$ cat src/common/fetch_pkg.sv
package fetch_pkg;

    //////////////////////////////////////////////////
    // widths
    //////////////////////////////////////////////////

    // address and instruction width
    localparam int XLEN = 32;

    // byte step between two sequential instructions
    localparam logic [XLEN-1:0] INST_BYTES = 32'd4;

    // memory response / tag width, zero means "not accepted"
    localparam int MEM_TAG_W = 4;

    //////////////////////////////////////////////////
    // memory block layout
    //////////////////////////////////////////////////

    localparam int BLOCK_W = 64;       // one memory block = one cache line

    // byte offset bits inside a block
    localparam int BLOCK_OFS_W = 3;

    // address bit that picks the upper or lower word of a block
    localparam int WORD_SEL_BIT = 2;

    //////////////////////////////////////////////////
    // memory command codes
    //////////////////////////////////////////////////

    // idle bus, nothing requested
    localparam logic [1:0] BUS_NONE = 2'h0;

    // block read, tag returned on mem2proc_response
    localparam logic [1:0] BUS_LOAD = 2'h1;

    // encodings follow the tagged memory model
    // 2'h2 (store) is not driven by the fetch front end
    // 2'h3 unused

    // response timing summary
    //   cycle n   : command + addr held, response != 0 accepts it
    //   cycle n+k : mem2proc_tag == accepted response, data valid
    //   k varies, one outstanding load per requester

endpackage

$ cat src/common/bp_if.sv
`timescale 1ns/1ns

interface bp_if;

    // lookup side, answered combinationally
    logic [fetch_pkg::XLEN-1:0] lookup_pc;   // pc being fetched
    logic                       pred_taken;  // btb hit with counter >= 2
    logic [fetch_pkg::XLEN-1:0] pred_pc;     // stored target of the entry

    // update side, one-cycle strobe per resolved branch
    logic                       upd_valid;
    logic [fetch_pkg::XLEN-1:0] upd_pc;
    logic                       upd_taken;
    logic [fetch_pkg::XLEN-1:0] upd_target;

    // fetch stage view
    modport fetch (
        output lookup_pc, upd_valid, upd_pc, upd_taken, upd_target,
        input  pred_taken, pred_pc
    );

    // predictor view
    modport predictor (
        input  lookup_pc, upd_valid, upd_pc, upd_taken, upd_target,
        output pred_taken, pred_pc
    );

endinterface

$ cat src/if_id_stage/branch_predictor.sv
`timescale 1ns/1ns

module branch_predictor #(
    parameter int BTB_ENTRIES = 16
) (
    input  logic  clock,
    input  logic  reset,
    bp_if.predictor bp
);

    localparam int IDX_W = $clog2(BTB_ENTRIES);
    localparam int TAG_W = fetch_pkg::XLEN - IDX_W - 2;   // pc bits above the index

    // table storage
    logic [BTB_ENTRIES-1:0]     btb_valid;
    logic [TAG_W-1:0]           btb_tag    [BTB_ENTRIES];
    logic [fetch_pkg::XLEN-1:0] btb_target [BTB_ENTRIES];
    logic [1:0]                 btb_ctr    [BTB_ENTRIES];  // 2-bit saturating

    // lookup fields
    logic [IDX_W-1:0] rd_idx;
    logic [TAG_W-1:0] rd_tag;
    logic             rd_hit;

    // update fields
    logic [IDX_W-1:0] wr_idx;
    logic [TAG_W-1:0] wr_tag;
    logic             wr_hit;
    logic [1:0]       wr_ctr;                 // counter after this update
    logic             wr_entry;               // tag/target get written

    //////////////////////////////////////////////////
    // lookup, combinational
    //////////////////////////////////////////////////

    assign rd_idx = bp.lookup_pc[IDX_W+1:2];           // bits 1:0 always zero
    assign rd_tag = bp.lookup_pc[fetch_pkg::XLEN-1:IDX_W+2];
    assign rd_hit = btb_valid[rd_idx] && (btb_tag[rd_idx] == rd_tag);

    assign bp.pred_taken = rd_hit & btb_ctr[rd_idx][1];  // weakly/strongly taken
    assign bp.pred_pc    = btb_target[rd_idx];

    //////////////////////////////////////////////////
    // update
    //////////////////////////////////////////////////

    assign wr_idx = bp.upd_pc[IDX_W+1:2];
    assign wr_tag = bp.upd_pc[fetch_pkg::XLEN-1:IDX_W+2];
    assign wr_hit = btb_valid[wr_idx] && (btb_tag[wr_idx] == wr_tag);

    always_comb begin
        wr_ctr = btb_ctr[wr_idx];
        if (!wr_hit) begin
            wr_ctr = 2'd2;                    // fresh entry, weakly taken
        end else if (bp.upd_taken) begin
            wr_ctr = (btb_ctr[wr_idx] == 2'd3) ? 2'd3 : btb_ctr[wr_idx] + 2'd1;
        end else begin
            wr_ctr = (btb_ctr[wr_idx] == 2'd0) ? 2'd0 : btb_ctr[wr_idx] - 2'd1;
        end
    end

    // not-taken miss leaves the table alone
    assign wr_entry = bp.upd_valid & (wr_hit | bp.upd_taken);

    always_ff @(posedge clock) begin
        if (reset) begin
            btb_valid <= '0;
        end else if (wr_entry) begin
            btb_valid[wr_idx] <= 1'b1;
        end
    end

    always_ff @(posedge clock) begin
        if (wr_entry) begin
            btb_ctr[wr_idx] <= wr_ctr;
            if (bp.upd_taken) begin
                btb_tag[wr_idx]    <= wr_tag;
                btb_target[wr_idx] <= bp.upd_target;   // latest target wins
            end
        end
    end

endmodule

$ cat src/if_id_stage/if_id_stage.sv
`timescale 1ns/1ns

module if_id_stage #(
    parameter int BTB_ENTRIES = 16
) (
    input  logic                       clock,
    input  logic                       reset,
    // stall levels
    input  logic                       rob_full,
    input  logic [3:0]                 rs_full,
    // resolved branch
    input  logic                       result_valid,
    input  logic [fetch_pkg::XLEN-1:0] result_pc,
    input  logic                       result_cond_branch,
    input  logic                       result_uncond_branch,
    input  logic                       result_taken,
    input  logic [fetch_pkg::XLEN-1:0] result_target_pc,
    input  logic                       result_mis_pred,
    // icache
    input  logic [fetch_pkg::XLEN-1:0] icache_data,
    input  logic                       icache_valid,
    output logic [fetch_pkg::XLEN-1:0] icache_addr,
    // fetch packet
    output logic                       id_valid,
    output logic [fetch_pkg::XLEN-1:0] id_pc,
    output logic [fetch_pkg::XLEN-1:0] id_inst,
    output logic                       id_pred_taken,
    output logic [fetch_pkg::XLEN-1:0] id_pred_pc
);

    logic [fetch_pkg::XLEN-1:0] pc;
    logic [fetch_pkg::XLEN-1:0] pc_next;
    logic [fetch_pkg::XLEN-1:0] pred_next;     // where fetch goes if this packet is taken
    logic [fetch_pkg::XLEN-1:0] redirect_pc;
    logic                       stall;
    logic                       redirect;
    logic                       fetch_fire;

    bp_if bp ();

    //////////////////////////////////////////////////
    // stall / flush decisions
    //////////////////////////////////////////////////

    assign stall      = rob_full | (|rs_full);           // any backend queue full
    assign redirect   = result_valid & result_mis_pred;  // flush wins over everything
    assign fetch_fire = icache_valid & ~stall & ~redirect;

    assign redirect_pc = result_taken ? result_target_pc
                                      : result_pc + fetch_pkg::INST_BYTES;

    // predicted successor of the pc now being fetched
    assign pred_next = bp.pred_taken ? bp.pred_pc : pc + fetch_pkg::INST_BYTES;

    always_comb begin
        pc_next = pc;                      // hold on stall or miss
        if (redirect) begin
            pc_next = redirect_pc;
        end else if (fetch_fire) begin
            pc_next = pred_next;
        end
    end

    always_ff @(posedge clock) begin
        if (reset) begin
            pc <= '0;
        end else begin
            pc <= pc_next;
        end
    end

    assign icache_addr = pc;

    //////////////////////////////////////////////////
    // fetch packet register
    //////////////////////////////////////////////////

    always_ff @(posedge clock) begin
        if (reset) begin
            id_valid <= 1'b0;
        end else begin
            id_valid <= fetch_fire;        // drops on stall, miss or redirect
        end
    end

    always_ff @(posedge clock) begin
        if (fetch_fire) begin
            id_pc         <= pc;
            id_inst       <= icache_data;
            id_pred_taken <= bp.pred_taken;
            id_pred_pc    <= pred_next;    // prediction actually used
        end
    end

    //////////////////////////////////////////////////
    // predictor lookup and training
    //////////////////////////////////////////////////

    assign bp.lookup_pc  = pc;
    // only real branches train the btb
    assign bp.upd_valid  = result_valid & (result_cond_branch | result_uncond_branch);
    assign bp.upd_pc     = result_pc;
    assign bp.upd_taken  = result_taken;
    assign bp.upd_target = result_target_pc;

    branch_predictor #(
        .BTB_ENTRIES(BTB_ENTRIES)
    ) branch_predictor_0 (
        .clock (clock),
        .reset (reset),
        .bp    (bp.predictor)
    );

endmodule

$ cat src/icache/icache.sv
`timescale 1ns/1ns

module icache #(
    parameter int ICACHE_LINES = 32
) (
    input  logic                            clock,
    input  logic                            reset,
    input  logic [fetch_pkg::XLEN-1:0]      icache_addr,
    input  logic [fetch_pkg::MEM_TAG_W-1:0] mem2proc_response,
    input  logic [fetch_pkg::MEM_TAG_W-1:0] mem2proc_tag,
    input  logic [fetch_pkg::BLOCK_W-1:0]   mem2proc_data,
    output logic [fetch_pkg::XLEN-1:0]      icache_data,
    output logic                            icache_valid,
    output logic [1:0]                      proc2mem_command,
    output logic [fetch_pkg::XLEN-1:0]      proc2mem_addr
);

    localparam int OFS   = fetch_pkg::BLOCK_OFS_W;
    localparam int IDX_W = $clog2(ICACHE_LINES);
    localparam int TAG_W = fetch_pkg::XLEN - IDX_W - OFS;

    // miss fsm states
    localparam logic [1:0] ST_IDLE = 2'd0;   // serving hits, watching for a miss
    localparam logic [1:0] ST_REQ  = 2'd1;   // BUS_LOAD held until accepted
    localparam logic [1:0] ST_WAIT = 2'd2;   // waiting for the pending tag

    logic [ICACHE_LINES-1:0]       line_valid;
    logic [TAG_W-1:0]              line_tag  [ICACHE_LINES];
    logic [fetch_pkg::BLOCK_W-1:0] line_data [ICACHE_LINES];

    logic [IDX_W-1:0]                rd_idx;
    logic [TAG_W-1:0]                rd_tag;
    logic [fetch_pkg::BLOCK_W-1:0]   rd_block;
    logic [1:0]                      state;
    logic [fetch_pkg::MEM_TAG_W-1:0] pending_tag;
    logic [fetch_pkg::XLEN-1:0]      miss_addr;   // block aligned, fixed for the whole miss
    logic                            fill;

    //////////////////////////////////////////////////
    // hit path, combinational
    //////////////////////////////////////////////////

    assign rd_idx   = icache_addr[IDX_W+OFS-1:OFS];
    assign rd_tag   = icache_addr[fetch_pkg::XLEN-1:IDX_W+OFS];
    assign rd_block = line_data[rd_idx];

    assign icache_valid = line_valid[rd_idx] && (line_tag[rd_idx] == rd_tag);
    assign icache_data  = icache_addr[fetch_pkg::WORD_SEL_BIT] ? rd_block[63:32]
                                                               : rd_block[31:0];

    //////////////////////////////////////////////////
    // single outstanding miss
    //////////////////////////////////////////////////

    assign fill = (state == ST_WAIT) && (mem2proc_tag == pending_tag);

    always_ff @(posedge clock) begin
        if (reset) begin
            state       <= ST_IDLE;
            pending_tag <= '0;
        end else begin
            case (state)
                ST_IDLE: if (!icache_valid) state <= ST_REQ;
                ST_REQ: begin
                    if (mem2proc_response != '0) begin
                        pending_tag <= mem2proc_response;   // tag to match later
                        state       <= ST_WAIT;
                    end
                end
                ST_WAIT: if (fill) state <= ST_IDLE;
                default: state <= ST_IDLE;
            endcase
        end
    end

    // latch the missing block address once; later pc changes do not move it
    always_ff @(posedge clock) begin
        if (state == ST_IDLE && !icache_valid) begin
            miss_addr <= {icache_addr[fetch_pkg::XLEN-1:OFS], {OFS{1'b0}}};
        end
    end

    assign proc2mem_command = (state == ST_REQ) ? fetch_pkg::BUS_LOAD : fetch_pkg::BUS_NONE;
    assign proc2mem_addr    = miss_addr;

    // line fill, visible the cycle after the tag matches
    always_ff @(posedge clock) begin
        if (reset) begin
            line_valid <= '0;
        end else if (fill) begin
            line_valid[miss_addr[IDX_W+OFS-1:OFS]] <= 1'b1;
        end
    end

    always_ff @(posedge clock) begin
        if (fill) begin
            line_tag[miss_addr[IDX_W+OFS-1:OFS]]  <= miss_addr[fetch_pkg::XLEN-1:IDX_W+OFS];
            line_data[miss_addr[IDX_W+OFS-1:OFS]] <= mem2proc_data;
        end
    end

endmodule

$ cat src/verilog/processor.sv
`timescale 1ns/1ns

module processor #(
    parameter int ICACHE_LINES = 32,   // direct-mapped lines
    parameter int BTB_ENTRIES  = 16    // predictor entries
) (
    input  logic                           clock,
    input  logic                           reset,
    // tagged memory bus
    input  logic [fetch_pkg::MEM_TAG_W-1:0] mem2proc_response,  // accept tag for current cmd
    input  logic [fetch_pkg::MEM_TAG_W-1:0] mem2proc_tag,       // tag of returning data
    input  logic [fetch_pkg::BLOCK_W-1:0]   mem2proc_data,
    output logic [1:0]                      proc2mem_command,
    output logic [fetch_pkg::XLEN-1:0]      proc2mem_addr,
    // backend stall levels
    input  logic                            rob_full,
    input  logic [3:0]                      rs_full,
    // branch resolution bus
    input  logic                            result_valid,
    input  logic                            result_cond_branch,
    input  logic                            result_uncond_branch,
    input  logic                            result_taken,
    input  logic                            result_mis_pred,
    input  logic [fetch_pkg::XLEN-1:0]      result_pc,
    input  logic [fetch_pkg::XLEN-1:0]      result_target_pc,
    // fetch packet to decode
    output logic                            id_valid,
    output logic                            id_pred_taken,
    output logic [fetch_pkg::XLEN-1:0]      id_pc,
    output logic [fetch_pkg::XLEN-1:0]      id_inst,
    output logic [fetch_pkg::XLEN-1:0]      id_pred_pc
);

    // fetch <-> icache
    logic [fetch_pkg::XLEN-1:0] icache_addr;
    logic [fetch_pkg::XLEN-1:0] icache_data;
    logic                       icache_valid;   // level, addressed block present

    //////////////////////////////////////////////////
    // fetch stage, holds the branch predictor
    //////////////////////////////////////////////////

    if_id_stage #(
        .BTB_ENTRIES(BTB_ENTRIES)
    ) if_id_stage_0 (
        .clock                (clock),
        .reset                (reset),
        .rob_full             (rob_full),
        .rs_full              (rs_full),
        .result_valid         (result_valid),
        .result_pc            (result_pc),
        .result_cond_branch   (result_cond_branch),
        .result_uncond_branch (result_uncond_branch),
        .result_taken         (result_taken),
        .result_target_pc     (result_target_pc),
        .result_mis_pred      (result_mis_pred),
        .icache_data          (icache_data),
        .icache_valid         (icache_valid),
        .icache_addr          (icache_addr),
        .id_valid             (id_valid),
        .id_pc                (id_pc),
        .id_inst              (id_inst),
        .id_pred_taken        (id_pred_taken),
        .id_pred_pc           (id_pred_pc)
    );

    //////////////////////////////////////////////////
    // instruction cache, sole memory requester
    //////////////////////////////////////////////////

    icache #(
        .ICACHE_LINES(ICACHE_LINES)
    ) icache_0 (
        .clock             (clock),
        .reset             (reset),
        .icache_addr       (icache_addr),
        .mem2proc_response (mem2proc_response),
        .mem2proc_tag      (mem2proc_tag),
        .mem2proc_data     (mem2proc_data),
        .icache_data       (icache_data),
        .icache_valid      (icache_valid),
        .proc2mem_command  (proc2mem_command),
        .proc2mem_addr     (proc2mem_addr)
    );

endmodule

$ cat config.mk
export PLATFORM = sky130hd
export DESIGN_NAME = processor
export DESIGN_NICKNAME = d
export VERILOG_FILES = /design/src/common/fetch_pkg.sv /design/src/common/bp_if.sv /design/src/if_id_stage/branch_predictor.sv /design/src/if_id_stage/if_id_stage.sv /design/src/icache/icache.sv /design/src/verilog/processor.sv
export SDC_FILE = /design/constraint.sdc
export NUM_CORES = 2
export LEC_CHECK = 0
export BUFFER_PORTS_ARGS = -buffer_cell sky130_fd_sc_hd__buf_2
export CORE_MARGIN = 5
export CORE_UTILIZATION = 55
export DETAILED_ROUTE_END_ITERATION = 10
export HOLD_SLACK_MARGIN = 0.05
export PLACE_DENSITY = 0.72
export SLEW_MARGIN = 0
export SYNTH_ARGS = -nofsm -noshare
export SYNTH_HDL_FRONTEND = slang
export SYNTH_HIERARCHICAL = 1
export SYNTH_SLANG_ARGS = --single-unit
$ cat constraint.sdc
create_clock -name clock -period 8.8 [get_ports clock]
set_input_delay 1.32 -clock clock [delete_from_list [all_inputs] [get_ports clock]]
set_output_delay 1.32 -clock clock [all_outputs]
set_load 0.005 [all_outputs]
==> results.toml <==
[synth]
syn_area_sq_um = 157800
syn_inst = 7050
yosysWarnings = 6
netlist_top_cells_area = "edfxtp_1 (74%), mux4_2 (17%), mux2i_1 (1.4%)"
synth_top_area_share_pct = 74.24
ys.flop_type = "edfxtp_1"
yosysTopAreaCell = "edfxtp_1"
syn_avg_cell_area_sq_um = 22.39
seq_area_frac_synth_pct = 75.34
async_reset_ff_share_pct = 0
synth_cell_type_count = 92
synth_edf_count = 3902
ys_ff_latch = 3989

[timing]
setup_tns_ps = 0
finalHoldViolCount = 0
slew_viol_final = 0
period_share_pct = 77.90
max_freq_mhz = 145.9
relSlewSlack_pct = 9.632
worstMarginPinSlew_ps = 1354
setup_viol_count_final = 0
finClkSkew_ps = 96.40
rsz0062_at_grt = "false"
finalCriticalPeriod_ps = 6855

[place]
placed_area_sq_um = 164400
hpwl_mm = 221.4
routabilityCongestion = 0.8977
io_buffers = 275

[floorplanning]
chipHeight_um = 545.7
core_sq_um = 285500
rows = 196
dieWidth_um = 545.7
die_area_sq_um = 297800
io_pins = 280
initial_core_util_pct = 55.29

[layout]
final_cell_mix = "edfxtp_1 (3902), mux4_2 (1183), clkbuf_16 (396), buf_2 (271), mux2i_1 (225)"
fin_nets = 7695
drive_gt1_share_pct = 30.15
syn_to_final_growth_pct = 12.24
final_common_cell = "edfxtp_1"
nFillCells = 18916
final_area_sq_um = 177200

[run_status]
status = "finished clean"

[flow_run]
drv_cap = 0

[critical_path]
crit_type = "reg -> reg"
cp.arrival_ps = 7390
worst-path-max-fanout = 56
cp-end-kind = "flip-flop"
crit_path_start_kind = "flip-flop"
critPathRequiredTime_ps = 9340

[global_route]
grtUsageTotal_pct = 28.16
antenna_found_initial = 76
grt_pass1_vias = 79898
globalRouteOverflowTotal = 0
grt_pass1_wl_mm = 600.5
busiest_layer = "met2"
grt_use_met3_pct = 6.115
grt_use_met2_pct = 45.18
grt_max_degree = 165
met1_usage_pct = 39.18

[route]
drt_first_pass_iters = 6
drcViolationCount = 0
ant_nets = 0
drtIter0Drc = 12273
num_vias = 79796
viasPerCell = 6.841
wl_mm = 423.1
wl_per_cell_um = 36.27

[cts]
cts-root-buf = "clkbuf_16"
cts_hold_buf = 0
clk_pin_slew_ps = 60
cts.sinks = 3989
numCtsBuffers = 393
cts_max_path_buffers = 4
post_cts_buffers = 0
htreeDepth = 5
cts_resized = 0
tritoncts = "yes"
clk_latency_ps = 970

[pwr]
ir_drop_v = 0.0002684
p_leak_nw = 54.56
power_density_nw_per_um2 = 225.6

[worst_hold_path]
hold_path_class = "reg -> reg"
==> final cells by class <==
| class | instances | area (sq um) | share of cell area [%] |
|---|---|---|---|
| inverters | 50 | 195.2 | 0.1102 |
| clock inverters | 225 | 2342 | 1.322 |
| flip-flops and latches | 3989 | 118900 | 67.14 |
| multi-input cells | 2630 | 37250 | 21.03 |
| repair buffers | 481 | 3289 | 1.857 |
| diodes | 32 | 80.08 | 0.04520 |
| clock buffers | 495 | 10350 | 5.843 |
| well taps | 3762 | 4707 | 2.657 |
==> worst max-delay path, stage by stage (launching register included) <==
cell and delay (ps):
dfxtp_4 1000, buf_4 510, mux2_2 380, or3_1 310, o2111ai_1 150, a21oi_1 140
nand4b_1 190, a2111oi_0 610, nand4_1 280, nor4_2 780, nor2b_1 460, nand3_1 250
nor2_4 560, buf_4 700
==> kinds of logic after synthesis <==
logic type                 synth area share [%]
and+or+nand+nor                           1.926
DFF                                       75.34
adders and majority gates               0.02219
xor gates and xnor gates                 0.6659
buffers and inverters                     1.304
muxes                                     18.88
other                                  0.002376
AOI/OAI and AO/OA                         1.861
==> state kept, by name (all words and copies together) (netlist names) <==
signal	flops
icache_0/line_data	2048
icache_0/line_tag	768
icache_0/line_valid	32
icache_0/pending_tag	4
icache_0/proc2mem_addr	29
icache_0/state	2
if_id_stage_0/branch_predictor_0/btb_ctr	32
if_id_stage_0/branch_predictor_0/btb_tag	416
if_id_stage_0/branch_predictor_0/btb_target	512
if_id_stage_0/branch_predictor_0/btb_valid	16
if_id_stage_0/icache_addr	32
if_id_stage_0/id_inst	32
if_id_stage_0/id_pc	32
if_id_stage_0/id_pred_pc	32
if_id_stage_0/id_pred_taken	1
if_id_stage_0/id_valid	1
==> synthesized netlist by cell type (all sizes together), types with 16 or more instances <==
| cell type | count |
|---|---|
| edfxtp | 3902 |
| mux4 | 1195 |
| a22o | 21 |
| a211oi | 18 |
| nand2 | 148 |
| a22oi | 46 |
| mux2 | 52 |
| xor2 | 60 |
| mux2i | 225 |
| nand4 | 30 |
| nor2 | 197 |
| o211ai | 16 |
| a221oi | 17 |
| o21ai | 57 |
| inv | 50 |
| nand3 | 74 |
| nor2b | 20 |
| and2 | 18 |
| buf | 238 |
| clkbuf | 146 |
| nor3 | 37 |
| and3 | 18 |
| nor4 | 18 |
| xnor2 | 60 |
| a21oi | 54 |
| dfxtp | 87 |
| o22ai | 33 |
| a31oi | 25 |
==> routing by layer <==
layer,part of all wire [%],vias to the layer above
met5,0.066,-
met4,3.7,44
met3,12,966
met2,48,5465
met1,36,42192
li1,-,31129
==> report_power, final <==
group / switching, mW / internal, mW
Combinational: 1.32 / 0.908
Sequential: 0.180 / 21.1
Clock: 7.16 / 9.34
Total: 8.67 / 31.3
==> metrics by stage <==
| step | utilization [%] | hold WS, ps | worst slack [ps] | power [mW] | instances |
|---|---|---|---|---|---|
| CTS | 62.03 | 472.5 | 2186 | 40.14 | 11632 |
| global placement | 57.58 | 438.2 | 2348 | 23.80 | 10912 |
| floorplan | - | 425.6 | 1051 | 22.93 | 7053 |
| finish | 62.06 | 466.8 | 1945 | 39.97 | 11664 |
| detailed placement | 57.58 | 452.2 | 2262 | 23.85 | 10912 |
| global route | 62.04 | 491.9 | 1692 | 41.11 | 11641 |
==> worst paths after layout <==
path / startpoint / end / slack [ps] / depth (start not counted)
worst min register to register: icache_0/line_valid[19] / icache_0/line_valid[19] / 470 / 2
worst max register to register: if_id_stage_0/icache_addr[5] / if_id_stage_0/id_pred_pc[19] / 1950 / 13
worst min-delay path: icache_0/line_valid[19] / icache_0/line_valid[19] / 470 / 2
worst max-delay path: if_id_stage_0/icache_addr[5] / if_id_stage_0/id_pred_pc[19] / 1950 / 13
No activity file was read; power rests on OpenSTA's default activity.
